==> src/include/id_params.svh <==
// decode stage widths; ID_REG_NUM must equal 2**ID_REG_AW and ID_XLEN is fixed at 64 for rv64i
`ifndef ID_PARAMS_SVH
`define ID_PARAMS_SVH

// register and pc width
`define ID_XLEN    64

// instruction word, no compressed encodings
`define ID_INST_WD 32

// register file address width
`define ID_REG_AW  5

// register count, x0 included
`define ID_REG_NUM 32

`endif

==> src/hw/id_gpr_file.sv <==
// register file with asynchronous reads; a same-cycle write is not visible on the read ports
`timescale 1ns/100ps
`default_nettype none
`include "id_params.svh"

module id_gpr_file (
  input  wire                   i_clk,
  input  wire [`ID_REG_AW-1:0]  i_raddr1,
  input  wire [`ID_REG_AW-1:0]  i_raddr2,
  input  wire                   i_wen,
  input  wire [`ID_REG_AW-1:0]  i_waddr,
  input  wire [`ID_XLEN-1:0]    i_wdata,
  output logic [`ID_XLEN-1:0]   o_rdata1,
  output logic [`ID_XLEN-1:0]   o_rdata2
);

  logic [`ID_XLEN-1:0] regs [`ID_REG_NUM];

  // x0 never written
  always_ff @(posedge i_clk) begin
    if (i_wen && (i_waddr != '0)) begin
      regs[i_waddr] <= i_wdata;
    end
  end

  assign o_rdata1 = (i_raddr1 == '0) ? '0 : regs[i_raddr1];
  assign o_rdata2 = (i_raddr2 == '0) ? '0 : regs[i_raddr2];

endmodule

`default_nettype wire

==> config.mk <==
export PLATFORM = sky130hd
export DESIGN_NAME = id_gpr_file
export DESIGN_NICKNAME = d
export VERILOG_FILES = /design/src/hw/id_gpr_file.sv
export VERILOG_INCLUDE_DIRS = /design/src /design/src/include
export SDC_FILE = /design/constraint.sdc
export NUM_CORES = 2
export LEC_CHECK = 0
export BUFFER_PORTS_ARGS = -buffer_cell sky130_fd_sc_hd__buf_2
export CORE_ASPECT_RATIO = 0.5
export CORE_MARGIN = 4
export CORE_UTILIZATION = 63
export CTS_BUF_LIST = sky130_fd_sc_hd__clkbuf_8 sky130_fd_sc_hd__clkbuf_16
export CTS_CLUSTER_DIAMETER = 50
export DETAILED_ROUTE_END_ITERATION = 10
export PLACE_DENSITY = 0.8
export SYNTH_ARGS = -nofsm -noshare
export SYNTH_HDL_FRONTEND = slang
export SYNTH_SLANG_ARGS = --single-unit
==> constraint.sdc <==
create_clock -name i_clk -period 7.21 [get_ports i_clk]
set_input_delay 2.163 -clock i_clk [delete_from_list [all_inputs] [get_ports i_clk]]
set_output_delay 2.163 -clock i_clk [all_outputs]
set_load 0.02 [all_outputs]
Word level (Yosys, flattened, before mapping):

Memory sizes are Yosys's and may differ from the RTL's.
Cells that the tools add are included.

* multiplexer cells: 4
* reductions and logical operators: 4

Operator list (count)
* 2-to-1 mux 64 bit: 2
* zero test 5 bit: 2
* nonzero test 5 bit: 1
* 2-to-1 mux 1 bit: 2
* logical AND 1 bit: 1

* RAM bits: 2048
* output and inout bits: 128
* bits in registers: 0
* bits of input ports: 81
* memories kept: 1
* logic and storage cells: 9

Memories
* regs: depth 32, width 64, rd ports 2, clocked after Yosys merged registers in 0, wr ports 1, RTL line id_gpr_file.sv:17 `` logic [`ID_XLEN-1:0] regs [`ID_REG_NUM]; ``

Logic depth before layout (Yosys ltp):

* depth after elaboration: 4
* gate-level depth with buffers: 10
* gate-level depth less buffers: 4

Worst setup path after synthesis:

No wires, ideal clock.

* path kind: input to output
* from: in i_raddr1[0]
* to: out o_rdata1[55]
* slack: 714 ps
* buffers on the path: 4
* data required time: 5047 ps
* cell stages on the path: 8
* data arrival time: 4333 ps
* cell sequence: buf_6 -> buf_6 -> buf_6 -> buf_2 -> nand3b_1 -> o221ai_1 -> a221oi_1 -> a2111oi_0

* word-level cells in the longest chain between the ends: 2
* elaborated cells between the ends (all ways): 3
* those cells by class: mux: 1; reduce/logical: 1; memory: 1

Ends and longest elaborated chain
* start, declared: RTL line id_gpr_file.sv:8 `` input wire [`ID_REG_AW-1:0] i_raddr1, ``
* memory (32 x 64 bit) / zero test 5 bit (equally long branches)
* 2-to-1 mux 64 bit *: RTL line id_gpr_file.sv:26 `assign o_rdata1 = (i_raddr1 == '0) ? '0 : regs[i_raddr1];`
* end, declared: RTL line id_gpr_file.sv:13 `` output logic [`ID_XLEN-1:0] o_rdata1, ``

Every way passes the cells marked *; elsewhere a longest branch is shown, timed or not.

Worst setup path in the final report:

* from: in i_raddr1[1]
* to: out o_rdata1[41]

The elaborated chain is that of the path after synthesis.

==> metrics.md <==
| Metric | Value |
|---|---|
| Status | complete, no violations |
| Avg Synthesized Cell Area | 20.6 um2 |
| Maximum number of buffers from clock root to sink | 3 |
| Number of warnings reported in the yosys synthesis log | 0 |
| Setup total negative slack | 0 ps |
| Initial antenna violation count | 19 |
| Instance count after placement with tap cells included | between 6000 and 7000 |
| Pin count of the biggest net entering global routing | 68 |
| Post-Syn Area | 93900 um2 |
| Layout cell share with drive strength beyond 1 | 36.2% |
| Most common flop cell mapped by yosys | sky130_fd_sc_hd__edfxtp_1 |
| Half-perimeter wire length after placement | between 150 and 200 mm |
| Largest registers in the final layout | regs: 2048 flops |
| Sink count of the clock tree | 2048 |
| Biggest area contributors in the synthesized netlist | sky130_fd_sc_hd__edfxtp_1 (65%), sky130_fd_sc_hd__mux4_2 (22%), sky130_fd_sc_hd__mux2i_1 (3.0%) |
| Cell Chain, Critical Path | buf_8, buf_12, mux4_2, mux2_2, o21ai_0, a31oi_1, buf_2 |
| Unrepaired setup endpoints after global routing | false |
| Tcrit/Tclk final | 96.4% |
| Final GP Congestion | 0.851 |
| Peak VDD IR | 0.262 mV |
| Area added between synthesis and finish | 11.7% |
| Largest register FFs | around 2000 |
| Proportion of synthesized flip-flops having asynchronous set or reset | 0% |
| Total of flip-flops plus latches after synthesis | 2048 |
| Top-level port count | 209 |
| Number of buffers created by CTS | 174 |
| Slowest cell on crit path | sky130_fd_sc_hd__mux4_2 |
| Number of flops mapped to enable cells by yosys | 2048 |
| Most flops, register | regs |
| Final min period | 6950 ps |
| Number of setup buffers added after CTS | 0 |
| Count of mapped cells out of synthesis | 4565 |
| Total Die Area | ~160000 um2 |
| Routed WL per cell | 40.8 um |
| Unique cell type count in the Yosys netlist | 48 |
| Final setup violation count | 0 |
| Cell accounting for the most synthesized area | sky130_fd_sc_hd__edfxtp_1 |
| Final hold slack | about 1800 ps |
| First-pass detailed-route iteration total | 6 |
| Worst slack at placement | 385 ps |
| Clock Root Buffer | sky130_fd_sc_hd__clkbuf_16 |
| Residual DRC | 0 |
| Worst Setup Path Type | in -> out |
| Number of failing hold endpoints at the final stage | 0 |
| WP data required | 5050 ps |
| Core footprint | 147000 um2 |
| Number of hold buffers added after cts | 0 |
| Die height | about 280 um |
| Number of DRC violations after detailed-routing iteration 0 | roughly 10000 |
| Final net count | 4971 |
| Detailed-route via count | 56351 |
| Critical Path Start Type | primary input |
| Total overflow reported by the global router | 0 |
| Critical path buffers and inverters | 3 |
| Vias in the first global route | 56847 |
| Kind of end point of the critical path | primary output |
| H-tree lvl count | 4 |
| Starting density of the core | between 60% and 70% |
| Post-route antenna net violation count | 0 |
| Worst-Margin Slew | 1230 ps |
| Worst path arrival time | 4790 ps |
| Worst-path clk slew | 70 ps |
| Global-route wire length before repair | 406 mm |
| Least setup slack across all paths after layout | 260 ps |
| Relative slew slack | 17.7% |
| Share of the yosys chip area belonging to registers | 65.5% |
| Most common cell after layout, fill and taps aside | sky130_fd_sc_hd__edfxtp_1 |
| Family of cells with the greatest summed delay on the critical path | multiplexers |
| Tot GR Track Use | 36.9% |
| Number of slew-limit violations in the final report | 0 |
| TritonCTS clock tree | yes |
| Most frequent cells in the layout | sky130_fd_sc_hd__edfxtp_1 (2048), sky130_fd_sc_hd__mux4_2 (920), sky130_fd_sc_hd__mux2i_1 (284) |
| Number of violations of the max-capacitance limit | 0 |
| Core Rows | 99 |
| Biggest fanout along the worst timing path | 32 |
| Average via count per standard cell | 8.04 |
| Longest individual stage delay on the worst path | 540 ps |
| Cell Count, Final, Fillers Out | 7010 |
| Post-cts resize count | 0 |
| Fill cell total of the finished layout | ~8300 |
| Leakage power figure | 34.1 nW |
| Yosys top cell area share | 65.5% |
| Die Width | 554 um |
| WL final | 286 mm |
| Power Density | 241 nW/um2 |
| Port-buffer cells | 208 |
| Min-Delay Path Class | in -> reg |
| Fmax achieved | around 140 MHz |
routing by layer:
| metal | up-vias | wire length, um | track usage (%) |
|---|---|---|---|
| met5 | - | 39 | 0 |
| met2 | 5532 | 131000 | 55.4 |
| met3 | 1025 | 44600 | 11.5 |
| met1 | 29075 | 94700 | 50.5 |
| met4 | 8 | 15100 | 17.4 |
| li1 | 20711 | - | - |
where the power goes:
part           total [W]  leakage, nW  switching, W  internal [W]
clock network    0.00948         2.86       0.00436       0.00512
logic            0.00243         12.7       0.00142       0.00101
registers         0.0134         18.5     0.0000786        0.0133
total             0.0253         34.1       0.00586        0.0194
through the flow:
stage                     total power (W)  cell area, um2  util, %
after floorplan                    0.0151           94200        -
after global placement             0.0159           99200     67.6
after detailed placement           0.0160           99200     67.6
after CTS                          0.0252          105000     71.4
after global routing               0.0259          105000     71.4
final                              0.0253          105000     71.4
synth_stat cells, types with 2 or more instances:
| master | count |
|---|---|
| sky130_fd_sc_hd__a21o_1 | 49 |
| sky130_fd_sc_hd__a221o_1 | 6 |
| sky130_fd_sc_hd__a311oi_1 | 4 |
| sky130_fd_sc_hd__buf_4 | 43 |
| sky130_fd_sc_hd__nor4_1 | 9 |
| sky130_fd_sc_hd__nand3_1 | 7 |
| sky130_fd_sc_hd__o22ai_1 | 70 |
| sky130_fd_sc_hd__a211oi_1 | 58 |
| sky130_fd_sc_hd__mux4_2 | 920 |
| sky130_fd_sc_hd__a211o_1 | 3 |
| sky130_fd_sc_hd__a22o_1 | 59 |
| sky130_fd_sc_hd__nor2_1 | 43 |
| sky130_fd_sc_hd__clkbuf_1 | 161 |
| sky130_fd_sc_hd__a21oi_1 | 7 |
| sky130_fd_sc_hd__o21ai_1 | 3 |
| sky130_fd_sc_hd__or3b_2 | 5 |
| sky130_fd_sc_hd__nor3_1 | 64 |
| sky130_fd_sc_hd__or3_1 | 3 |
| sky130_fd_sc_hd__nor2b_1 | 4 |
| sky130_fd_sc_hd__and3_1 | 59 |
| sky130_fd_sc_hd__a31oi_1 | 9 |
| sky130_fd_sc_hd__o221ai_1 | 69 |
| sky130_fd_sc_hd__buf_1 | 41 |
| sky130_fd_sc_hd__o21ai_0 | 4 |
| sky130_fd_sc_hd__mux2_2 | 149 |
| sky130_fd_sc_hd__a22oi_1 | 75 |
| sky130_fd_sc_hd__edfxtp_1 | 2048 |
| sky130_fd_sc_hd__nand3b_1 | 8 |
| sky130_fd_sc_hd__buf_2 | 115 |
| sky130_fd_sc_hd__and2_1 | 3 |
| sky130_fd_sc_hd__mux2i_1 | 284 |
| sky130_fd_sc_hd__nor3b_1 | 2 |
| sky130_fd_sc_hd__a221oi_1 | 68 |
| sky130_fd_sc_hd__a21boi_0 | 5 |
| sky130_fd_sc_hd__buf_6 | 16 |
| sky130_fd_sc_hd__nand2b_1 | 9 |
| sky130_fd_sc_hd__and3b_1 | 2 |
| sky130_fd_sc_hd__nand2_1 | 71 |
logic make-up after synthesis:
kind of cell / share of synthesized area (%)
buffers and inverters: 1.96
other: 0.00399
DFF: 65.5
and+or+nand+nor: 1.59
AOI/OAI and AO/OA: 4.09
muxes: 26.9
layout make-up:
cell class,instances,area [um2],area share (%)
sequential,2048,61500,58.6
multi-input combinational,2202,31100,29.7
clock buffer,177,4430,4.22
timing repair buffer,462,4150,3.96
tap,1969,2460,2.35
clock inverter,140,1180,1.12
antenna,10,25.0,0.0239
inverter,2,12.5,0.0119
worst paths after layout:
check,start,to,slack (ps),depth (start not counted)
hold / removal,i_wdata[35],regs[20][35]$_DFFE_PP_,1830,1
setup / recovery,i_raddr1[1],o_rdata1[41],260,7
(Power assumes the default switching activity.)
