==> src/include/id_params.svh <==
// decode stage widths; ID_REG_NUM must equal 2**ID_REG_AW and ID_XLEN is fixed at 64 for rv64i
`ifndef ID_PARAMS_SVH
`define ID_PARAMS_SVH

// register and pc width
`define ID_XLEN    64

// instruction word, no compressed encodings
`define ID_INST_WD 32

// register file address width
`define ID_REG_AW  5

// register count, x0 included
`define ID_REG_NUM 32

`endif

==> src/hw/rv_isa_pkg.sv <==
// rv64i encoding types only; fence, system and compressed opcodes are left out on purpose
`default_nettype none

package rv_isa_pkg;

  // major opcode, inst[6:0]
  typedef enum logic [6:0] {
    opc_lui       = 7'b0110111,
    opc_auipc     = 7'b0010111,
    opc_jal       = 7'b1101111,
    opc_jalr      = 7'b1100111,
    opc_branch    = 7'b1100011,
    opc_load      = 7'b0000011,
    opc_store     = 7'b0100011,
    opc_op_imm    = 7'b0010011,
    opc_op        = 7'b0110011,
    opc_op_imm_32 = 7'b0011011,
    opc_op_32     = 7'b0111011
  } rv_opcode_e;

  // funct3 of conditional branches, 010 and 011 are reserved
  typedef enum logic [2:0] {
    br_beq  = 3'b000,
    br_bne  = 3'b001,
    br_blt  = 3'b100,
    br_bge  = 3'b101,
    br_bltu = 3'b110,
    br_bgeu = 3'b111
  } rv_br_funct_e;

endpackage

`default_nettype wire

==> src/hw/id_ctrl_pkg.sv <==
// control field encodings handed to execute; values must match the execute stage decode
`default_nettype none

package id_ctrl_pkg;

  typedef enum logic [4:0] {
    alu_add       = 5'd0,
    alu_sub       = 5'd1,
    alu_sll       = 5'd2,
    alu_slt       = 5'd3,
    alu_sltu      = 5'd4,
    alu_xor       = 5'd5,
    alu_srl       = 5'd6,
    alu_sra       = 5'd7,
    alu_or        = 5'd8,
    alu_and       = 5'd9,
    alu_pass_src2 = 5'd10  // lui
  } alu_op_e;

  typedef enum logic {
    src1_rs1 = 1'b0,
    src1_pc  = 1'b1
  } alu_src1_e;

  typedef enum logic [1:0] {
    src2_rs2  = 2'd0,
    src2_imm  = 2'd1,
    src2_four = 2'd2  // link value
  } alu_src2_e;

  // same encoding as load/store funct3
  typedef enum logic [2:0] {
    mem_b  = 3'b000,
    mem_h  = 3'b001,
    mem_w  = 3'b010,
    mem_d  = 3'b011,
    mem_bu = 3'b100,
    mem_hu = 3'b101,
    mem_wu = 3'b110
  } mem_op_e;

  typedef enum logic [1:0] {
    kind_none = 2'd0,
    kind_cond = 2'd1,
    kind_jal  = 2'd2,
    kind_jalr = 2'd3
  } br_kind_e;

endpackage

`default_nettype wire

==> src/hw/id_branch_unit.sv <==
// branches resolve in decode on forwarded operands; result is not meaningful during a load stall
`timescale 1ns/100ps
`default_nettype none
`include "id_params.svh"

module id_branch_unit (
  input  wire id_ctrl_pkg::br_kind_e     i_br_kind,
  input  wire rv_isa_pkg::rv_br_funct_e  i_br_funct,
  input  wire [`ID_XLEN-1:0]             i_rs1_data,
  input  wire [`ID_XLEN-1:0]             i_rs2_data,
  input  wire [`ID_XLEN-1:0]             i_pc,
  input  wire [`ID_XLEN-1:0]             i_imm,
  output logic                           o_taken,
  output logic [`ID_XLEN-1:0]            o_target
);
  import rv_isa_pkg::*;
  import id_ctrl_pkg::*;

  logic                eq;
  logic                lt_s;
  logic                lt_u;
  logic                cond_hit;
  logic [`ID_XLEN-1:0] jalr_sum;

  assign eq   = (i_rs1_data == i_rs2_data);
  assign lt_s = $signed(i_rs1_data) < $signed(i_rs2_data);
  assign lt_u = i_rs1_data < i_rs2_data;

  always_comb begin
    case (i_br_funct)
      br_beq:  cond_hit = eq;
      br_bne:  cond_hit = !eq;
      br_blt:  cond_hit = lt_s;
      br_bge:  cond_hit = !lt_s;
      br_bltu: cond_hit = lt_u;
      br_bgeu: cond_hit = !lt_u;
      default: cond_hit = 1'b0;  // reserved funct3, decoder flags it
    endcase
  end

  always_comb begin
    case (i_br_kind)
      kind_cond:           o_taken = cond_hit;
      kind_jal, kind_jalr: o_taken = 1'b1;
      default:             o_taken = 1'b0;
    endcase
  end

  assign jalr_sum = i_rs1_data + i_imm;
  assign o_target = (i_br_kind == kind_jalr) ? {jalr_sum[`ID_XLEN-1:1], 1'b0}
                                             : i_pc + i_imm;

endmodule

`default_nettype wire

==> config.mk <==
export PLATFORM = sky130hd
export DESIGN_NAME = id_branch_unit
export DESIGN_NICKNAME = d
export VERILOG_FILES = /design/src/hw/rv_isa_pkg.sv /design/src/hw/id_ctrl_pkg.sv /design/src/hw/id_branch_unit.sv
export VERILOG_INCLUDE_DIRS = /design/src /design/src/include
export SDC_FILE = /design/constraint.sdc
export NUM_CORES = 1
export LEC_CHECK = 0
export ABC_AREA = 0
export BUFFER_PORTS_ARGS = -buffer_cell sky130_fd_sc_hd__buf_2
export CAP_MARGIN = 20
export CORE_MARGIN = 10
export CORE_UTILIZATION = 58
export DETAILED_ROUTE_END_ITERATION = 12
export PLACE_DENSITY = 0.87
export SLEW_MARGIN = 15
export SYNTH_ARGS = -nofsm -noshare
export SYNTH_HDL_FRONTEND = slang
export SYNTH_SLANG_ARGS = --single-unit
==> constraint.sdc <==
create_clock -name vclk -period 5.2
set_clock_uncertainty 0.05 [all_clocks]
set_input_delay 0.26 -clock vclk [all_inputs]
set_output_delay 0.26 -clock vclk [all_outputs]
set_load 0.05 [all_outputs]
After elaboration in Yosys (flattened, before gate mapping)
Index checks and enable logic that the tools add are counted.
- flip-flop bits (word level): 0
- bits in latches: 0
- bits in writable memories: 0
- bits in read-only memories: 0
- output and inout port bits: 65
- memories: 0
- $add $sub $neg: 2
- $mul: 0
- divide/modulo/power cells: 0
- $lt $le $gt $ge: 2
- equal/unequal tests: 9
- shifts and indexed selects: 0
- muxes and demuxes: 3
- bitwise gates (word level): 0
- reductions and logical operators: 5
- operators by type and width (operator ; number):
    64-bit adder ; 2
    64-bit less-than comparator ; 2
    64-bit == test ; 1
    64-bit 2-to-1 mux ; 1
    3-bit == test (second input constant) ; 4
    1-bit one-hot mux with 6 select lines ; 1
    2-bit == test (second input constant) ; 2
    3-bit by 1-bit == test with 1-bit output (second input constant) ; 1
    1-bit logical NOT ; 3
    3-bit logical NOT ; 1
    2-bit by 1-bit == test with 1-bit output (second input constant) ; 1
    1-bit one-hot mux with 2 select lines ; 1
    2-bit OR reduction ; 1

Longest topological paths before layout
Gate-level depths: netlist of run 1.
- depth after elaboration: 4
- depth in mapped cells: 14

Least setup slack after synthesis of run 1
No wires, ideal clock.
- kind: in2out
- from: in i_rs1_data[28]
- to: out o_target[57]
- arrival time: 3677 ps
- path slack: 1213 ps
- cell stages on the path: 13
- cells stage by stage: ha_1 -> clkbuf_2 -> nand2_1 -> o21a_1 -> or4_1 -> o211ai_1 -> a21oi_1 -> o21a_1 -> o21a_1 -> o21bai_1 -> a41oi_1 -> mux2i_1 -> a311oi_1
- longest elaborated chain between the ends: 2
- ends and longest elaborated chain (element ; RTL line ; source):
    start: declaration ; id_branch_unit.sv:9 ; input wire [`ID_XLEN-1:0] i_rs1_data,
    64-bit adder ; id_branch_unit.sv:49 ; assign jalr_sum = i_rs1_data + i_imm;
    64-bit 2-to-1 mux ; id_branch_unit.sv:50 ; assign o_target = (i_br_kind == kind_jalr) ? {jalr_sum[`ID_XLEN-1:1], 1'b0}
    end: declaration ; id_branch_unit.sv:14 ; output logic [`ID_XLEN-1:0] o_target
No other way between the ends.

Final worst setup path of run 1
- from: in i_imm[0]
- to: out o_target[62]
- longest elaborated chain between the ends: 2
- elaborated cells between the ends (all ways): 3
- those cells by class: add/sub: 2; mux: 1
- ends and longest elaborated chain (element ; RTL line ; source):
    start: declaration ; id_branch_unit.sv:12 ; input wire [`ID_XLEN-1:0] i_imm,
    64-bit adder (on tied branches) ; id_branch_unit.sv:51, id_branch_unit.sv:49 ;
    64-bit 2-to-1 mux * ; id_branch_unit.sv:50 ;
Every way passes the cells marked *; elsewhere a longest branch is shown, timed or not.

==> results of run 1 <==
## cells in the final DEF (no fill, tap or decap), types with 6 or more instances in the layout
cell type	instances
xor2_1	47
o31ai_1	8
buf_2	326
nor2b_1	18
nand2_1	111
or3_1	8
nand4_1	43
a21oi_1	198
o211ai_1	11
a211oi_1	8
o21ai_1	6
o21ai_0	106
and2_1	9
xnor2_1	59
a21boi_0	9
and3_1	9
o21a_1	12
a31oi_1	20
o221ai_1	6
inv_1	109
nor3_1	15
ha_1	189
nor2_1	98
o21bai_1	21
mux2i_1	11
nand2b_1	14
a21o_1	94
nand3_1	28
## worst paths after layout
check	endpoint	slack (ps)	cells past startpoint
setup / recovery	o_target[62]	1000	16
hold / removal	o_taken	960	4
## area by class of cell
cell class                 count  area share
multi-input combinational   1251      0.7929
timing repair buffer         328      0.1466
inverter                     109     0.03643
tap                          216     0.02406
## layer usage
metal  share of wire  global-route usage
met3           0.079             0.04005
met4           0.047              0.1353
met1            0.39              0.3535
met5               0                   0
met2            0.49              0.5718
## cells by family after synthesis
kind of cell,count (synthesis),share of synthesized area
XOR/XNOR,107,0.09966
AND/OR/NAND/NOR,385,0.1984
buffers and inverters,158,0.06688
multiplexers,11,0.01154
adder cells (fa/ha/maj),191,0.2520
AO/OA/AOI/OAI,557,0.3715
## power groups by stage
stage	Combinational (mW)	Sequential [mW]	Clock, mW
2_1_floorplan	1.34	0	0
3_3_place_gp	1.82	0	0
3_5_place_dp	1.83	0	0
4_1_cts	1.84	0	0
5_1_grt	2.01	0	0
6_report	1.87	0	0
## synth_stat cells (all sizes together), types with 3 or more instances
master	count	area, um^2
a21oi	200	1016
ha	189	2365
o21ai	113	569.3
nand2	112	420.4
inv	109	409.1
nor2	99	379.1
a21o	96	723.2
xnor2	59	516.8
xor2	47	411.6
nand4	44	281.5
clkbuf	30	115.1
nand3	29	150.1
a31oi	21	146.4
o21bai	21	157.7
buf	19	113.9
nor2b	18	112.6
nor3	16	85.08
nand2b	14	87.58
and2	12	77.57
o211ai	12	95.09
o21a	12	90.09
mux2i	11	110.1
a21boi	10	75.07
and3	10	63.81
o31ai	10	93.84
or3	10	72.57
a211oi	9	80.08
nor4	6	43.79
o221ai	6	52.55
a211o	5	43.79
a221oi	5	50.04
a31o	5	43.79
and4	5	43.79
a221o	4	40.04
nand3b	4	30.03
o22ai	4	25.02
o31a	3	26.28
o41ai	3	26.28
## metrics by stage
stage	util	hold WS, ps	power [mW]	std cells
final	0.7020	958.7	1.873	1904
after floorplan	-	815.2	1.339	1409
after CTS	0.7020	960.9	1.841	1904
after global placement	0.7020	949.5	1.817	1904
after detailed placement	0.7020	959.9	1.831	1904
after global routing	0.7020	964.6	2.010	1904
## tightest hold or removal path: cells and delay by family
| kind | cells | cell delay (ps) |
|---|---|---|
| and+or+nand+nor | 1 | 60 |
| buffers and inverters | 2 | 320 |
| AOI/OAI and AO/OA | 1 | 100 |
==> impl_metrics.yaml, run 1 <==
grt:
  antenna_found_initial: 0
  grt_pass1_wl_um: 58410
  grt_pass1_vias: 11940
  overflow: 0
  grt_max_degree: 63
  grt_util_all_layers: 0.3125
pwr:
  seq_power_share: 0
  p_comb_frac: 1.000
  clock_power_share: 0
  power_density_mw_per_mm2: 166.7
  intPower_mw: 0.6355
  power_switching_mw: 1.237
  peakVddDrop_mv: 0.1833
  sw_frac_of_total: 0.6607
  cellLeakagePower_nw: 5.974
worst_setup_path:
  cp_cell_sequence: "buf_2, ha_1, inv_1, fa_1, nor2b_1, o31ai_4, a211o_1, a31oi_1, o21ai_1, a31oi_1, a41oi_1, o21ai_1, a31oi_1, mux2i_1, o211ai_1, buf_2"
  cpMostUsedCell: "a31oi_1"
  cp.arrival_ps: 3890
  critPathBufInv: 3
  max_stage_delay_ps: 420
  crit_slowest_cell: "o21ai_1"
  critPathTopFamily: "compound AO/OA/AOI/OAI gates"
  worstPathRequired_ps: 4890
  critPathMaxFanout: 4
  crit_path_end_kind: "primary output"
  path_class: "in2out"
  startpoint: "i_imm[0]"
  start_kind: "input port"
synthesis:
  syn_nets: 1861
  avgSynthCellArea_um2: 6.772
  postSynthCellCount: 1409
  synth_cell_types: 83
  syn_area_mm2: 0.009542
  yosys_warnings: 0
  ys_seq_area_frac: 0
sta:
  report.final.slew_viol_count: 0
  finalHoldViolations: 0
  slew-limit-headroom: 0.5427
  min_period_ps: 4197
  period_share: 0.8071
  tightest_slew_ps: 685.9
  maxClockFrequency_mhz: 238.3
  tns_ps: 0
  rsz0062_at_grt: "no"
  finalWorstSetupSlack_ps: 1003
  setup_viol: 0
die:
  fp.dieW_um: 148.3
  start_util: 0.5963
  coreArea_mm2: 0.01600
  die_h_um: 148.3
  dieArea_mm2: 0.02198
  io_pins: 326
  num_rows: 46
clock_network:
  postCtsResizedCells: 0
  postCtsHoldBufs: 0
  cts_setup_buffers: 0
final_layout:
  area_growth_pct: 17.72
  final_area_mm2: 0.01123
  clockBufferCount: 0
  fill_cells: 1493
  finish.net_count: 2142
  n_sequential_cell: 0
  multi_input_area_mm2: 0.008906
  regArea_um2: 0
  drive_gt1_frac: 0.2162
  n_antenna_cell: 0
drt:
  routed_wl_um: 37420
  routedWlPerCell_um: 19.65
  dr_total_vias: 11950
  drc: 0
  vias_per_cell: 6.276
  ant_nets: 0
  first_pass_iters: 6
  drtIter0Drc: 905
placement:
  dpl-instance-area_mm2: 0.01123
  io_buffers: 326
  place_congestion: 1.044
  dp_hpwl_um: 32400
  dpl_worst_slack_ps: 1131
worst_hold_path:
  hold_start: "i_br_funct[2]"
  hold_path_class: "in2out"
outcome:
  status: "complete, no violations"
job:
  maxCapViolations: 0
No activity file was read; power rests on OpenSTA's default activity.
==> inputs of run 2 (changes only) <==
ABC_AREA = 1   (was 0)
CORE_UTILIZATION = 51   (was 58)
PLACE_DENSITY = 0.77   (was 0.87)
clock period = 3.8 ns   (was 5.2 ns; I/O delays follow)
==> impl_metrics.yaml, run 2 <==
worst_setup_path:
  crit_slowest_cell: "fa_1"
  critPathTopFamily: "compound AO/OA/AOI/OAI gates"
  crit_path_end_kind: "primary output"
  cp.arrival_ps: 3210
  startpoint: "i_imm[0]"
  critPathCapture: "o_target[54]"
  max_stage_delay_ps: 430
  crit_cells: 16
  worstPathRequired_ps: 3560
  path_class: "in2out"
  critPathBufInv: 5
  start_kind: "input port"
  critPathMaxFanout: 4
  cp_cell_sequence: "buf_2, ha_1, inv_1, fa_1, inv_1, nand2_1, o21ai_2, a21boi_2, o21ai_2, inv_1, o21bai_2, nand2_1, nand4_1, nand3_1, nand2_1, buf_2"
synthesis:
  yosysTopAreaCell: "ha_1"
  synth_cell_types: 52
  synth.area.top_cells: "ha_1 20%, nand2_1 17%, inv_1 12%"
  ys_seq_area_frac: 0
  synth_top_area_share: 0.1962
  syn_area_mm2: 0.01205
  syn_nets: 2768
  synth_most_common_cell: "nand2_1"
  synth_commonest_cells: "530 x nand2_1, 386 x inv_1, 317 x nor2_1"
  yosys_warnings: 0
  postSynthCellCount: 2316
  avgSynthCellArea_um2: 5.204
placement:
  place_congestion: 1.107
  dp_hpwl_um: 56160
  io_buffers: 326
sta:
  slew-limit-headroom: 0.4335
  setup_viol: 0
  tns_ps: 0
  finalHoldViolations: 0
  rsz0062_at_grt: "no"
  report.final.slew_viol_count: 0
  min_period_ps: 3449
  period_share: 0.9077
  maxClockFrequency_mhz: 289.9
  tightest_slew_ps: 849.8
clock_network:
  postCtsHoldBufs: 0
  cts_setup_buffers: 0
  postCtsResizedCells: 0
die:
  num_rows: 56
  die_h_um: 173.7
  fp.dieW_um: 173.7
  start_util: 0.5165
  dieArea_mm2: 0.03018
  coreArea_mm2: 0.02333
  io_pins: 326
grt:
  grt_max_degree: 66
  antenna_found_initial: 2
  grt_util_all_layers: 0.3881
  overflow: 0
  grt_pass1_wl_um: 92930
  grt_pass1_vias: 16800
final_layout:
  regArea_um2: 0
  layout_commonest_cell: "nand2_1"
  fill_cells: 2497
  n_sequential_cell: 0
  mostFrequentLayoutCells: "529 x nand2_1, 386 x inv_1, 326 x buf_2"
  drive_gt1_frac: 0.1519
  clockBufferCount: 0
  finish.net_count: 3087
  area_growth_pct: 16.67
drt:
  ant_nets: 0
  routed_wl_um: 63290
  first_pass_iters: 9
  drtIter0Drc: 2174
  vias_per_cell: 5.982
  drc: 0
  dr_total_vias: 17670
  routedWlPerCell_um: 21.43
job:
  maxCapViolations: 0
outcome:
  status: "complete, no violations"
worst_hold_path:
  hold_path_class: "in2out"
-- run 2: cell count changes after synthesis, sizes merged, moves of 18 or more --
cell    delta
nand2    +439
inv      +286
nor2     +225
nand3    +117
o21ai    +110
a21o      -83
a21oi     +68
xnor2     -51
xor2      -30
clkbuf    -23
nor3      +22
nor2b     -18
-- run 2: layout make-up --
class	count	area, um^2	area share
multi-input combinational	1908	10520	0.7478
timing repair buffer	330	1662	0.1182
inverter	395	1483	0.1054
tap	319	399.1	0.02839
antenna	1	2.502	0.0001780
-- run 2: logic make-up after synthesis --
kind of cell,share of synthesized area
compound gates,0.2610
xor+xnor,0.01817
fa+ha+maj,0.1995
buf+inv,0.1277
mux,0.001765
simple gates,0.3918
-- run 2: worst min path at each step --
| stage | start | to | slack, ps | cells after the start |
|---|---|---|---|---|
| 4_1_cts | i_br_kind[1] | o_taken | 740 | 4 |
| 3_5_place_dp | i_br_kind[1] | o_taken | 740 | 4 |
| 5_1_grt | i_br_kind[1] | o_taken | 760 | 4 |
| 2_1_floorplan | i_br_kind[1] | o_taken | 640 | 2 |
| 6_report | i_br_kind[1] | o_taken | 740 | 4 |
| 3_3_place_gp | i_br_kind[1] | o_taken | 730 | 4 |
-- run 2: worst min-delay path, cell delays in order --
cell,delay (ps)
buf_2,120
inv_1,50
nand2_1,40
buf_2,200
-- run 2: per-layer routing --
layer  share of wire  up-vias  global-route usage
li1                -     8300                   -
met1            0.38     7898              0.4957
met2            0.43     1277              0.6214
met3            0.14      189             0.08582
met4           0.047        2              0.1478
met5         0.00022        -                   0
-- run 2: per-stage QoR --
| step | utilization | instance area (um^2) | std cells | setup slack, ps | hold slack, ps |
|---|---|---|---|---|---|
| 6_report | 0.6026 | 14060 | 2953 | 350.8 | 740.5 |
| 5_1_grt | 0.6025 | 14060 | 2952 | 237.0 | 760.5 |
| 4_1_cts | 0.6025 | 14060 | 2952 | 491.4 | 742.2 |
| 3_5_place_dp | 0.6025 | 14060 | 2952 | 512.5 | 739.9 |
| 3_3_place_gp | 0.6025 | 14060 | 2952 | 508.1 | 733.6 |
| 2_1_floorplan | - | 12050 | 2316 | 853.1 | 642.0 |
==> inputs of run 3 (changes only) <==
PLACE_DENSITY = unset   (was 0.77)
PLACE_DENSITY_LB_ADDON = 0.08   (was unset)
==> impl_metrics.yaml, run 3 (same netlist as run 2, synthesis figures left out) <==
job:
  maxCapViolations: 0
grt:
  overflow: 0
  antenna_found_initial: 2
  grt_util_all_layers: 0.3773
  grt_pass1_wl_um: 90650
  grt_pass1_vias: 16520
  grt_max_degree: 66
worst_setup_path:
  critPathBufInv: 5
  cp.arrival_ps: 3230
  worstPathRequired_ps: 3560
  start_kind: "input port"
  critPathMaxFanout: 4
  max_stage_delay_ps: 450
  cp_cell_sequence: "buf_2, ha_1, inv_1, fa_1, inv_1, nand2_1, o21ai_2, a21boi_2, o21ai_2, inv_1, o21bai_2, nand2_1, nand4_1, nand3_1, nand2_1, buf_2"
  crit_path_end_kind: "primary output"
  critPathTopFamily: "compound AO/OA/AOI/OAI gates"
  crit_slowest_cell: "fa_1"
  path_class: "in2out"
placement:
  io_buffers: 326
  place_congestion: 1.113
  dp_hpwl_um: 54900
  dpl-instance-area_mm2: 0.01406
  dpl_worst_slack_ps: 471.1
final_layout:
  layout_commonest_cell: "nand2_1"
  regArea_um2: 0
  drive_gt1_frac: 0.1519
  area_growth_pct: 16.67
  n_sequential_cell: 0
  finish.net_count: 3087
  fill_cells: 2489
  clockBufferCount: 0
  final_area_mm2: 0.01406
  mostFrequentLayoutCells: "529 x nand2_1, 386 x inv_1, 326 x buf_2"
  multi_input_area_mm2: 0.01052
sta:
  tightest_slew_ps: 880.3
  slew-limit-headroom: 0.4069
  report.final.slew_viol_count: 0
  rsz0062_at_grt: "no"
  hold_ws_ps: 744.9
  finalWorstSetupSlack_ps: 329.9
  min_period_ps: 3470
  tns_ps: 0
  period_share: 0.9132
  setup_viol: 0
  maxClockFrequency_mhz: 288.2
  finalHoldViolations: 0
drt:
  routedWlPerCell_um: 21.08
  dr_total_vias: 17660
  first_pass_iters: 6
  vias_per_cell: 5.980
  routed_wl_um: 62240
  drc: 0
  drtIter0Drc: 2260
  ant_nets: 0
die:
  die_h_um: 173.7
  dieArea_mm2: 0.03018
  io_pins: 326
  fp.dieW_um: 173.7
  coreArea_mm2: 0.02333
  num_rows: 56
  start_util: 0.5165
pwr:
  power_density_mw_per_mm2: 202.6
  cellLeakagePower_nw: 7.419
  peakVddDrop_mv: 0.1430
clock_network:
  postCtsHoldBufs: 0
  postCtsResizedCells: 0
  cts_setup_buffers: 0
outcome:
  status: "complete, no violations"
worst_hold_path:
  hold_path_class: "in2out"
## run 3: where the power goes
group | total [mW] | switching, mW | internal (mW)
registers | 0 | 0 | 0
clock network | 0.0000000128 | 0 | 0.0000000128
logic | 2.85 | 2.05 | 0.803
total | 2.85 | 2.05 | 0.803
## run 3: final cells by class
class,instances,share of cell area
timing repair buffer,330,0.1182
antenna,1,0.0001780
inverter,395,0.1054
tap,319,0.02839
multi-input combinational,1908,0.7478
## run 3: worst min-delay path: stages
cell     delay (ps)
buf_2           120
inv_1            50
nand2_1          40
buf_2           200
## run 3: worst paths after layout
| check | slack, ps | cells past startpoint | end | start |
|---|---|---|---|---|
| max | 330 | 16 | o_target[54] | i_imm[0] |
| min | 740 | 4 | o_taken | i_br_kind[1] |
## run 3: per-stage QoR
stage               power [mW]  utilization  cells
finish                   2.849       0.6026   2953
global route             3.024       0.6025   2952
CTS                      2.741       0.6025   2952
detailed placement       2.730       0.6025   2952
global placement         2.706       0.6025   2952
floorplan                1.831            -   2316
## run 3: layer usage
layer  track usage  vias up  part of all wire  wire length [um]
met3       0.09693      199              0.14              8785
met4        0.1272        2             0.043              2647
met5             0        -           0.00021                13
met1        0.4843     7915              0.38             23950
met2        0.5989     1232              0.43             26840
li1              -     8311                 -                 -
