<file path="src/include/id_params.svh">
// decode stage widths; ID_REG_NUM must equal 2**ID_REG_AW and ID_XLEN is fixed at 64 for rv64i
`ifndef ID_PARAMS_SVH
`define ID_PARAMS_SVH

// register and pc width
`define ID_XLEN    64

// instruction word, no compressed encodings
`define ID_INST_WD 32

// register file address width
`define ID_REG_AW  5

// register count, x0 included
`define ID_REG_NUM 32

`endif

</file>
<file path="src/hw/id_hazard_unit.sv">
// forwarding assumes each later stage presents rd = 0 when it does not write a register
`timescale 1ns/100ps
`default_nettype none
`include "id_params.svh"

module id_hazard_unit (
  input  wire [`ID_REG_AW-1:0]  i_rs1,
  input  wire [`ID_REG_AW-1:0]  i_rs2,
  input  wire [`ID_XLEN-1:0]    i_rf_rdata1,
  input  wire [`ID_XLEN-1:0]    i_rf_rdata2,
  input  wire                   i_es_load,
  input  wire [`ID_REG_AW-1:0]  i_es_rd,
  input  wire [`ID_XLEN-1:0]    i_es_result,
  input  wire [`ID_REG_AW-1:0]  i_ms_rd,
  input  wire [`ID_XLEN-1:0]    i_ms_result,
  input  wire [`ID_REG_AW-1:0]  i_ws_rd,
  input  wire [`ID_XLEN-1:0]    i_ws_result,
  output logic [`ID_XLEN-1:0]   o_rs1_data,
  output logic [`ID_XLEN-1:0]   o_rs2_data,
  output logic                  o_load_stall
);

  // youngest producer wins
  function automatic logic [`ID_XLEN-1:0] fwd(input logic [`ID_REG_AW-1:0] rs,
                                              input logic [`ID_XLEN-1:0]   rf_val);
    if (i_es_rd != '0 && rs == i_es_rd) begin
      return i_es_result;
    end else if (i_ms_rd != '0 && rs == i_ms_rd) begin
      return i_ms_result;
    end else if (i_ws_rd != '0 && rs == i_ws_rd) begin
      return i_ws_result;  // also covers the rf write in this cycle
    end
    return rf_val;
  endfunction

  always_comb begin
    o_rs1_data = fwd(i_rs1, i_rf_rdata1);
    o_rs2_data = fwd(i_rs2, i_rf_rdata2);
  end

  // load data only exists after mem, so the es value is not usable yet
  assign o_load_stall = i_es_load && (i_es_rd != '0) &&
                        ((i_es_rd == i_rs1) || (i_es_rd == i_rs2));

endmodule

`default_nettype wire

</file>
<file path="config.mk">
export PLATFORM = sky130hd
export DESIGN_NAME = id_hazard_unit
export DESIGN_NICKNAME = d
export VERILOG_FILES = /design/src/hw/id_hazard_unit.sv
export VERILOG_INCLUDE_DIRS = /design/src /design/src/include
export SDC_FILE = /design/constraint.sdc
export NUM_CORES = 1
export LEC_CHECK = 0
export ABC_CLOCK_PERIOD_IN_PS = 4100
export BUFFER_PORTS_ARGS = -buffer_cell sky130_fd_sc_hd__buf_2
export CORE_AREA = 4 4 182 184
export DETAILED_ROUTE_END_ITERATION = 8
export DIE_AREA = 0 0 186 188
export GPL_ROUTABILITY_DRIVEN = 1
export REMOVE_ABC_BUFFERS = 1
export SLEW_MARGIN = 20
export SYNTH_ARGS = -nofsm -noshare
export SYNTH_HDL_FRONTEND = slang
export SYNTH_SLANG_ARGS = --single-unit
</file>
<file path="constraint.sdc">
create_clock -name vclk -period 4.1
set_clock_uncertainty 0.15 [all_clocks]
set_input_delay 0.82 -clock vclk [all_inputs]
set_output_delay 0.82 -clock vclk [all_outputs]
set_load 0.05 [all_outputs]
</file>
Word-level counts from Yosys, hierarchy flattened
Cells that the tools add are included.
{"block": "totals", "register_bits": 0, "input_bits": 346, "wordCells": 34}
{"block": "classes", "n_eq_ne": 8, "mux": 14, "reduce_logical": 12}
{"op": "$mux 64", "n": 8}
{"op": "$eq 5x5->1", "n": 8}
{"op": "$reduce_bool 5->1", "n": 3}
{"op": "$logic_and 1x1->1", "n": 8}
{"op": "$mux 1", "n": 6}
{"op": "$logic_or 1x1->1", "n": 1}

Logic depth before layout (Yosys ltp)
Gate-level depths: netlist of run 1.
{"block": "logic_depth", "depth_word": 6, "depth_mapped": 7}

Least setup slack after synthesis of run 1
OpenSTA, ideal clock, no wires.
{"block": "synth_path", "path_kind": "input to output", "start": "input port i_ms_rd[2]", "end": "output port o_rs2_data[0]", "arrival_time_ps": 2680, "t_required_ps": 3130, "slack_ps": 450, "cell_stages": 6, "path_buffers": 1, "cell_sequence": "xor2_1 -> nor3_1 -> and4_1 -> buf_2 -> a211oi_1 -> o21ai_0"}
{"block": "synth_between", "elab_chain_len": 5, "elab_cells_between_ends": 8, "cone_classes": "eq/ne (1); mux (5); reduce/logical (2)"}
{"element": "start: declaration", "line": "id_hazard_unit.sv:14", "text": "input wire [`ID_REG_AW-1:0] i_ms_rd,"}
{"element": "$eq 5x5->1 or $reduce_bool 5->1 (tied branches)", "line": "id_hazard_unit.sv:28", "text": "end else if (i_ms_rd != '0 && rs == i_ms_rd) begin"}
{"element": "$logic_and 1x1->1 (*)", "line": "id_hazard_unit.sv:28"}
{"element": "$mux 64 or $mux 1 (tied branches)", "line": "id_hazard_unit.sv:28"}
{"element": "$mux 64 or $mux 1 (tied branches)", "line": "id_hazard_unit.sv:26", "text": "if (i_es_rd != '0 && rs == i_es_rd) begin"}
{"element": "$mux 64 (*)", "line": "id_hazard_unit.sv:33", "text": "return rf_val;"}
{"element": "end: declaration", "line": "id_hazard_unit.sv:19", "text": "output logic [`ID_XLEN-1:0] o_rs2_data,"}
Mark *: on every way between the ends. The rest lies on a longest branch, timed or not.

Final worst setup path of run 1
{"block": "layout_path", "start": "input port i_ws_rd[2]", "end": "output port o_rs2_data[48]"}
{"block": "layout_between", "elab_chain_len": 6, "elab_cells_between_ends": 7, "cone_classes": "eq/ne (1); mux (4); reduce/logical (2)"}
{"element": "start: declaration", "line": "id_hazard_unit.sv:16", "text": "input wire [`ID_REG_AW-1:0] i_ws_rd,"}
{"element": "$eq 5x5->1 or $reduce_bool 5->1 (tied branches)", "line": "id_hazard_unit.sv:30", "text": "end else if (i_ws_rd != '0 && rs == i_ws_rd) begin"}
{"element": "$logic_and 1x1->1 (*)", "line": "id_hazard_unit.sv:30"}
{"element": "$mux 1 (*)", "line": "id_hazard_unit.sv:30"}
{"element": "$mux 1 (*)", "line": "id_hazard_unit.sv:28"}
{"element": "$mux 1 (*)", "line": "id_hazard_unit.sv:26"}
{"element": "$mux 64 (*)", "line": "id_hazard_unit.sv:33"}
Marked as above.

==> results of run 1 <==
[worst min-delay path, stage by stage]
cell and delay [ns]:
buf_2 0.10, nand2_1 0.04, o21ai_1 0.05, buf_2 0.20
[Yosys cell counts]
cell      count
o21ai_0     134
a211oi_1    130
nand2_1     130
a21boi_0    127
o21ai_1     122
buf_2        48
clkbuf_1     41
xor2_1       22
nor3_1        8
xnor2_1       8
buf_6         6
and4_1        4
nand4_1       4
a21boi_1      2
and2_1        2
nor2_1        2
buf_4         1
inv_1         1
nor4_2        1
[metrics by stage]
stage	instance area (µm²)	utilization, %	setup TNS, ns	std cells
finish	7480	23.8	0	1603
floorplan	4110	-	-374.00	697
global placement	7480	23.8	0	1602
detailed placement	7480	23.8	0	1602
CTS	7480	23.8	0	1602
global route	7480	23.8	0	1603
[cell families after synthesis]
family,after synthesis,synth area share (%)
AO/OA/AOI/OAI,515,70.4
AND/OR/NAND/NOR,151,13.5
buffers and inverters,97,10.3
XOR/XNOR,30,5.73
[routing by layer]
metal  share of wire, %  routed length, µm  vias to the layer above
li1                   -                  -                     3787
met1                 35              11100                     3900
met2                 48              15100                      749
met3                 12               3950                      108
met4                4.7               1500                        2
met5              0.022                  7                        -
[worst min-delay path by stage]
stage / from / endpoint / slack, ns / depth (start not counted)
after floorplan: i_es_load / o_load_stall / 1.83 / 1
final: i_es_result[51] / o_rs2_data[51] / 1.89 / 4
after CTS: i_es_result[2] / o_rs1_data[2] / 1.89 / 4
after detailed placement: i_es_result[2] / o_rs1_data[2] / 1.89 / 4
after global routing: i_es_result[59] / o_rs1_data[59] / 1.90 / 4
after global placement: i_es_result[2] / o_rs1_data[2] / 1.88 / 4
[area by class of cell]
type / count / area (µm²) / area share, %
well taps: 402 / 503 / 6.72
multi-input cells: 696 / 4150 / 55.5
inverters: 1 / 3.75 / 0.0502
repair buffers: 503 / 2820 / 37.7
diodes: 1 / 2.50 / 0.0334
[power by group through the flow]
| stage | Combinational (mW) | Sequential, mW | Clock, mW |
|---|---|---|---|
| 2_1_floorplan | 0.853 | 0 | 0 |
| 3_3_place_gp | 1.40 | 0 | 0 |
| 3_5_place_dp | 1.41 | 0 | 0 |
| 4_1_cts | 1.41 | 0 | 0 |
| 5_1_grt | 1.49 | 0 | 0.0000000327 |
| 6_report | 1.43 | 0 | 0.0000000327 |
==> summary.txt, run 1 <==
Power and ir drop
  – Design Power: 1.43 mW
  – PwrDens: 191 nW/µm²
  – Psw: 0.999 mW
  – Sequential fraction of design power: 0%
  – Clock share of power: 0%
  – Internal power: 0.427 mW
  – LEAKAGE: 3.28 nW
  – Sw Share: 70.0%
  – VDD IR max: 0.0798 mV
  – Combinational fraction of design power: 100.0%

Timing
  – Final setup vio count: 0
  – FMAX: 0.262 GHz
  – Hold Slack: 1.89 ns
  – Period utilization: 93.0%
  – Slew margin rel.: 66.9%
  – Max-slew violation count: 0
  – Setup slack after layout: 0.287 ns
  – Final critical-path required period: 3.81 ns
  – Worst-margin pin slew: 0.492 ns
  – RSZ-0062 raised after global routing: no
  – Fin. Hold Viols: 0

Worst setup path
  – CP top delay family: compound AO/OA/AOI/OAI gates
  – Critical Path RT: 3.13 ns
  – Worst EP arrival: 2.84 ns
  – Worst setup path startpoint: i_ws_rd[2]
  – Slowest stage delay, CP: 0.44 ns
  – Kind of end point of the critical path: output port
  – Crit path buf inv count: 4
  – Stages on worst setup path: 9
  – Crit Path Max Fanout: 35
  – Kind of critical path: in -> out
  – Startpoint class of the critical path: primary input
  – CP endpoint: o_rs2_data[48]
  – Slowest CP cell: buf_4
  – CP Cell Sequence: buf_2 -> nor4_2 -> buf_4 -> a211oi_4 -> buf_4 -> a21boi_0 -> a211oi_1 -> o21ai_1 -> buf_2

Die
  – Die H: 188 µm
  – Ports: 475
  – Core footprint: 31400 µm²
  – Site row count: 65
  – Die span in x: 186 µm
  – Initial core utilization: 14.6%
  – Die ar.: 35000 µm²

Drt
  – Detailed-route DRC error count: 0
  – 1st-iter DRT viols: 588
  – Detailed Route WL: 31700 µm
  – 1st-pass router iterations: 5
  – Wire per inst: 19.8 µm
  – Via count: 8546
  – Drt via density: 5.33
  – Number of routed nets with antenna violations: 0

Finish
  – Fillers: 3577
  – Area Overhead vs Synth: 63.3%
  – Nets: 1548
  – Layout cell share with drive strength beyond 1: 42.8%
  – Sequential cell count: 0
  – Commonest non-fill, non-tap cell in the layout: buf_2
  – Most frequent cells in the layout: buf_2 (466), o21ai_0 (134), nand2_1 (130)
  – Clock Buffer Count: 0
  – Register Area: 0 µm²

Min path
  – Hold Path Class: in -> out

Synth
  – Post-synthesis sequential area ratio: 0%
  – Synth top area share: 21.3%
  – Main area contributors after synthesis: a211oi_1 (21%), a21boi_0 (21%), o21ai_0 (15%), o21ai_1 (13%), nand2_1 (11%)
  – Netlist cell types: 19
  – Area leader, netlist: a211oi_1
  – Mapped cell area: 4580 µm²
  – Yosys warnings: 0
  – Gate Count Post-Synth: 793
  – Mean area per synthesized cell: 5.78 µm²

Global route
  – Grt ovf: 0
  – GR Util met2: 28.1%
  – GR Util met3: 3.38%
  – Gr busiest metal: met2
  – GRT met1 Usage: 18.7%
  – First-pass GRT wire length: 46500 µm
  – Vias in the first global route: 8561
  – Pin count of the biggest net entering global routing: 66
  – GRT Overall Usage: 16.1%
  – Initial antenna violation count: 2

Status
  – Status: finished, final reports clean

CTS
  – Hold_buf cts: 0
  – Setup Buffers After CTS: 0
  – Post-cts sizing count: 0

Run
  – Maximum capacitance violations: 0

Place
  – Gpl congestion: 0.948
  – I/O Buffers: 475
  – Dpl ws: 0.368 ns
  – DPL Wire Length: 24500 µm
Note: power is estimated with default switching activity, not from simulation.
==> run 2: changes to the inputs <==
--- a/config.mk
+++ b/config.mk
@@ -6,11 +6,11 @@
 export SDC_FILE = /design/constraint.sdc
 export NUM_CORES = 1
 export LEC_CHECK = 0
-export ABC_CLOCK_PERIOD_IN_PS = 4100
+export ABC_CLOCK_PERIOD_IN_PS = 3900
 export BUFFER_PORTS_ARGS = -buffer_cell sky130_fd_sc_hd__buf_2
-export CORE_AREA = 4 4 182 184
+export CORE_AREA = 4 4 184 186
 export DETAILED_ROUTE_END_ITERATION = 8
-export DIE_AREA = 0 0 186 188
+export DIE_AREA = 0 0 188 190
 export GPL_ROUTABILITY_DRIVEN = 1
 export REMOVE_ABC_BUFFERS = 1
 export SLEW_MARGIN = 20
==> constraint.sdc (replaced) <==
create_clock -name vclk -period 3.9
set_clock_uncertainty 0.15 [all_clocks]
set_input_delay 0.78 -clock vclk [all_inputs]
set_output_delay 0.78 -clock vclk [all_outputs]
set_load 0.05 [all_outputs]
==> summary.txt, run 2 (same netlist as run 1, synthesis figures left out) <==
Finish
  – Sequential cell count: 0 (unchanged)
  – Register Area: 0 µm² (unchanged)
  – Multi-input gate area: 4150 µm² (unchanged)
  – Final core occ: 23.3% (was 23.8%)
  – Area Overhead vs Synth: 64.5% (was 63.3%)
  – Most frequent cells in the layout: buf_2 (470), o21ai_0 (134), nand2_1 (130) (was buf_2 (466), o21ai_0 (134), nand2_1 (130))
  – Nets: 1546 (was 1548)
  – Fillers: 3696 (was 3577)
  – Clock Buffer Count: 0 (unchanged)
  – Finished Layout Cells: 1642 (was 1603)
  – Commonest non-fill, non-tap cell in the layout: buf_2 (unchanged)
  – Non-Filler Cell Area, Final: 7540 µm² (was 7480 µm²)
  – Layout cell share with drive strength beyond 1: 42.7% (was 42.8%)

CTS
  – Post-cts sizing count: 0 (unchanged)
  – Setup Buffers After CTS: 0 (unchanged)
  – Hold_buf cts: 0 (unchanged)

Drt
  – Detailed-route DRC error count: 0 (unchanged)
  – Number of routed nets with antenna violations: 0 (unchanged)
  – Detailed Route WL: 31800 µm (was 31700 µm)
  – 1st-pass router iterations: 5 (unchanged)
  – 1st-iter DRT viols: 545 (was 588)
  – Via count: 8437 (was 8546)
  – Drt via density: 5.14 (was 5.33)
  – Wire per inst: 19.4 µm (was 19.8 µm)

Status
  – Status: finished, final reports clean (unchanged)

Worst setup path
  – Most frequent CP cell: buf_2
  – Kind of end point of the critical path: output port (unchanged)
  – Kind of critical path: in -> out (unchanged)
  – Worst EP arrival: 2.80 ns (was 2.84 ns)
  – CP endpoint: o_rs1_data[55] (was o_rs2_data[48])
  – Slowest CP cell: nor4_2 (was buf_4)
  – Slowest stage delay, CP: 0.54 ns (was 0.44 ns)
  – Critical Path RT: 2.97 ns (was 3.13 ns)
  – Startpoint class of the critical path: primary input (unchanged)
  – CP Cell Sequence: buf_2 -> nor4_2 -> a211oi_4 -> and2_2 -> buf_4 -> a211oi_1 -> o21ai_1 -> buf_2 (was buf_2 -> nor4_2 -> buf_4 -> a211oi_4 -> buf_4 -> a21boi_0 -> a211oi_1 -> o21ai_1 -> buf_2)
  – Crit Path Max Fanout: 29 (was 35)
  – Worst setup path startpoint: i_ws_rd[1] (was i_ws_rd[2])

Global route
  – GRT Overall Usage: 15.9% (was 16.1%)
  – Pin count of the biggest net entering global routing: 66 (unchanged)
  – Grt ovf: 0 (unchanged)
  – Initial antenna violation count: 5 (was 2)
  – First-pass GRT wire length: 46900 µm (was 46500 µm)
  – Vias in the first global route: 8523 (was 8561)

Timing
  – Slew margin rel.: 62.9% (was 66.9%)
  – Fin. Hold Viols: 0 (unchanged)
  – Worst-margin pin slew: 0.552 ns (was 0.492 ns)
  – Final critical-path required period: 3.73 ns
  – Max-slew violation count: 0 (unchanged)
  – FMAX: 0.268 GHz
  – Period utilization: 95.7%
  – RSZ-0062 raised after global routing: no (unchanged)
  – Final setup vio count: 0 (unchanged)
  – Final setup TNS: 0 ns (unchanged)

Place
  – Gpl congestion: 0.925 (was 0.948)
  – DPL Wire Length: 24800 µm (was 24500 µm)
  – Placed Instances: 1640 (was 1602)
  – I/O Buffers: 475 (unchanged)
  – Cell Area, Placed: 7530 µm² (was 7480 µm²)

Run
  – Maximum capacitance violations: 0 (unchanged)

Power and ir drop
  – Psw: 1.04 mW (was 0.999 mW)
  – VDD IR max: 0.0857 mV (was 0.0798 mV)
  – Sw Share: 70.3% (was 70.0%)
  – PwrDens: 197 nW/µm² (was 191 nW/µm²)
  – Clock share of power: 0% (about the same)
  – Sequential fraction of design power: 0% (about the same)
  – LEAKAGE: 3.27 nW (was 3.28 nW)
  – Combinational fraction of design power: 100.0% (about the same)
  – Internal power: 0.441 mW (was 0.427 mW)

Min path
  – WHS Path Cells: 4 (unchanged)
  – Hold Path Class: in -> out (unchanged)

Die
  – Ports: 475 (unchanged)
  – Site row count: 66 (was 65)
  – Die span in x: 188 µm (was 186 µm)
  – Die H: 190 µm (was 188 µm)
  – Initial core utilization: 14.2% (was 14.6%)
  – Core footprint: 32300 µm² (was 31400 µm²)
  – Die ar.: 35700 µm² (was 35000 µm²)
-- run 2: changes by cell type in the layout (fill, tap and decap cells not counted) --
cell | before | now
buf_12 | 17 | 19
diode_2 | 1 | 2
buf_4 | 20 | 12
buf_2 | 466 | 470
-- run 2: routing by layer --
layer / part of all wire [%] / GRT usage [%]
met2: 47 / 28.0
met5: 0.091 / 0
met1: 38 / 19.0
met3: 11 / 3.49
met4: 3.6 / 5.73
-- run 2: power groups by stage --
stage | Combinational (mW) | Sequential [mW] | Clock (mW)
detailed placement | 1.47 | 0 | 0
CTS | 1.47 | 0 | 0
finish | 1.48 | 0 | 0.0000000686
global route | 1.56 | 0 | 0
global placement | 1.46 | 0 | 0
floorplan | 0.897 | 0 | 0
-- run 2: how the worst min path moves through the flow --
stage / start / to / slack [ns]
after detailed placement: i_es_result[5] / o_rs1_data[5] / 1.81
after global routing: i_es_result[5] / o_rs1_data[5] / 1.82
final: i_es_result[1] / o_rs1_data[1] / 1.81
after global placement: i_es_result[44] / o_rs2_data[44] / 1.81
after floorplan: i_es_load / o_load_stall / 1.75
after CTS: i_es_result[9] / o_rs1_data[9] / 1.81
-- run 2: metrics by stage --
stage                     hold slack, ns  setup WS (ns)  total power [mW]
after detailed placement            1.81          0.201              1.47
after global routing                1.82         0.0481              1.56
final                               1.81          0.166              1.48
after floorplan                     1.75          -3.40             0.897
after CTS                           1.81          0.200              1.47
after global placement              1.81          0.195              1.46
-- run 2: area by class of cell --
class,instances,area share [%]
Tap cell,442,7.34
Multi-Input combinational cell,696,55.1
Inverter,1,0.0498
Antenna cell,2,0.0664
Timing Repair Buffer,501,37.5
-- run 2: critical path, delay by kind of cell --
kind / cells / cell delay, ns
compound gates: 3 / 0.61
buf+inv: 3 / 0.60
simple gates: 2 / 0.77
==> run 3: changes to the inputs <==
--- a/config.mk
+++ b/config.mk
@@ -8,10 +8,13 @@
 export LEC_CHECK = 0
 export ABC_CLOCK_PERIOD_IN_PS = 3900
 export BUFFER_PORTS_ARGS = -buffer_cell sky130_fd_sc_hd__buf_2
-export CORE_AREA = 4 4 184 186
+export CELL_PAD_IN_SITES_DETAIL_PLACEMENT = 1
+export CELL_PAD_IN_SITES_GLOBAL_PLACEMENT = 1
+export CORE_AREA = 4 4 183 185
 export DETAILED_ROUTE_END_ITERATION = 8
-export DIE_AREA = 0 0 188 190
+export DIE_AREA = 0 0 187 189
 export GPL_ROUTABILITY_DRIVEN = 1
+export PLACE_DENSITY_LB_ADDON = 0.1
 export REMOVE_ABC_BUFFERS = 1
 export SLEW_MARGIN = 20
 export SYNTH_ARGS = -nofsm -noshare
==> summary.txt, run 3 (same netlist as run 1, synthesis figures left out) <==
Status
  – Status: finished, final reports clean (unchanged)

Timing
  – Final setup TNS: 0 ns (unchanged)
  – Worst-margin pin slew: 0.441 ns (was 0.552 ns)
  – Final critical-path required period: 3.80 ns (was 3.73 ns)
  – Period utilization: 97.5% (was 95.7%)
  – RSZ-0062 raised after global routing: no (unchanged)
  – Fin. Hold Viols: 0 (unchanged)
  – FMAX: 0.263 GHz (was 0.268 GHz)
  – Slew margin rel.: 70.4% (was 62.9%)
  – Max-slew violation count: 0 (unchanged)
  – Final setup vio count: 0 (unchanged)

Worst setup path
  – Kind of end point of the critical path: output port (unchanged)
  – Slowest stage delay, CP: 0.37 ns (was 0.54 ns)
  – Worst setup path startpoint: i_rs1[1] (was i_ws_rd[1])
  – Worst EP arrival: 2.87 ns (was 2.80 ns)
  – CP Cell Sequence: buf_2 -> xor2_1 -> nor3_1 -> and4_2 -> buf_4 -> a211oi_1 -> o21ai_0 -> buf_2 (was buf_2 -> nor4_2 -> a211oi_4 -> and2_2 -> buf_4 -> a211oi_1 -> o21ai_1 -> buf_2)
  – Startpoint class of the critical path: primary input (unchanged)
  – Most frequent CP cell: buf_2 (unchanged)
  – Kind of critical path: in -> out (unchanged)
  – Crit Path Max Fanout: 26 (was 29)
  – Slowest CP cell: buf_4 (was nor4_2)
  – Critical Path RT: 2.97 ns (about the same)

Place
  – DPL Wire Length: 30400 µm (was 24800 µm)
  – I/O Buffers: 475 (unchanged)
  – Gpl congestion: 0.799 (was 0.925)
  – Placed Instances: 1622 (was 1640)

Finish
  – Layout cell share with drive strength beyond 1: 43.5% (was 42.7%)
  – Finished Layout Cells: 1626 (was 1642)
  – Most frequent cells in the layout: buf_2 (474), o21ai_0 (134), nand2_1 (130) (was buf_2 (470), o21ai_0 (134), nand2_1 (130))
  – Nets: 1562 (was 1546)
  – Register Area: 0 µm² (unchanged)
  – Fillers: 4185 (was 3696)
  – Sequential cell count: 0 (unchanged)
  – Clock Buffer Count: 0 (unchanged)
  – Area Overhead vs Synth: 65.8% (was 64.5%)
  – Commonest non-fill, non-tap cell in the layout: buf_2 (unchanged)
  – Multi-input gate area: 4150 µm² (unchanged)

Global route
  – GRT Overall Usage: 21.0% (was 15.9%)
  – Pin count of the biggest net entering global routing: 41 (was 66)
  – Vias in the first global route: 8931 (was 8523)
  – Grt ovf: 0 (unchanged)
  – Initial antenna violation count: 12 (was 5)
  – First-pass GRT wire length: 58300 µm (was 46900 µm)

Power and ir drop
  – Clock share of power: 0% (about the same)
  – Psw: 1.07 mW (was 1.04 mW)
  – VDD IR max: 0.0683 mV (was 0.0857 mV)
  – Sw Share: 71.0% (was 70.3%)
  – Internal power: 0.438 mW (was 0.441 mW)
  – Combinational fraction of design power: 100.0% (about the same)
  – PwrDens: 199 nW/µm² (was 197 nW/µm²)
  – Design Power: 1.51 mW (was 1.48 mW)
  – Sequential fraction of design power: 0% (about the same)
  – LEAKAGE: 3.35 nW (was 3.27 nW)

Min path
  – Hold Path Class: in -> out (unchanged)
  – HP Start: i_es_result[24] (was i_es_result[1])

Drt
  – Number of routed nets with antenna violations: 0 (unchanged)
  – Via count: 8113 (was 8437)
  – Detailed-route DRC error count: 0 (unchanged)
  – Detailed Route WL: 39500 µm (was 31800 µm)
  – 1st-iter DRT viols: 322 (was 545)
  – Wire per inst: 24.3 µm (was 19.4 µm)
  – 1st-pass router iterations: 4 (was 5)
  – Drt via density: 4.99 (was 5.14)

CTS
  – Post-cts sizing count: 0 (unchanged)
  – Setup Buffers After CTS: 0 (unchanged)
  – Hold_buf cts: 0 (unchanged)

Die
  – Ports: 475 (unchanged)
  – Die span in x: 187 µm (was 188 µm)
  – Site row count: 66 (unchanged)
  – Die ar.: 35300 µm² (was 35700 µm²)
  – Initial core utilization: 14.3% (was 14.2%)
  – Core footprint: 32000 µm² (was 32300 µm²)
  – Die H: 189 µm (was 190 µm)

Run
  – Maximum capacitance violations: 0 (unchanged)
-- run 3: changes by cell type in the layout (fill, tap and decap cells not counted), sizes merged --
| cell | delta |
|---|---|
| buf | +16 |
| diode | +2 |
-- run 3: area by class of cell --
class	count	share of cell area (%)
antenna	4	0.132
inverter	1	0.0494
multi-input combinational	696	54.7
tap	408	6.72
timing repair buffer	517	38.4
-- run 3: final timing paths --
path        endpoint  slack [ns]  depth (start not counted)
max   o_rs1_data[44]         0.1                          8
min   o_rs1_data[24]        1.81                          4
-- run 3: critical path: cells and delay by family --
family / cells / cell delay (ns)
buffers and inverters: 3 / 0.84
AO/OA/AOI/OAI: 2 / 0.39
AND/OR/NAND/NOR: 2 / 0.67
XOR/XNOR: 1 / 0.16
-- run 3: layer usage --
layer / GRT usage [%] / wire [µm]
met5: 0 / 109
met1: 25.4 / 16400
met2: 38.3 / 19800
met4: 3.58 / 672
met3: 4.96 / 2460
-- run 3: metrics by stage --
step / cell area [µm²] / util (%) / setup slack [ns] / hold slack [ns]
2_1_floorplan: 4110 / - / -3.40 / 1.75
3_3_place_gp: 7590 / 23.7 / 0.130 / 1.81
3_5_place_dp: 7590 / 23.7 / 0.139 / 1.81
4_1_cts: 7590 / 23.7 / 0.130 / 1.81
5_1_grt: 7600 / 23.7 / 0.00943 / 1.83
6_report: 7600 / 23.7 / 0.0993 / 1.81
-- run 3: power groups by stage --
stage	clock (mW)	sequential, mW	combinational, mW
6_report	0.000000137	0	1.51
5_1_grt	0.000000137	0	1.61
4_1_cts	0	0	1.52
3_5_place_dp	0	0	1.52
3_3_place_gp	0	0	1.52
2_1_floorplan	0	0	0.897
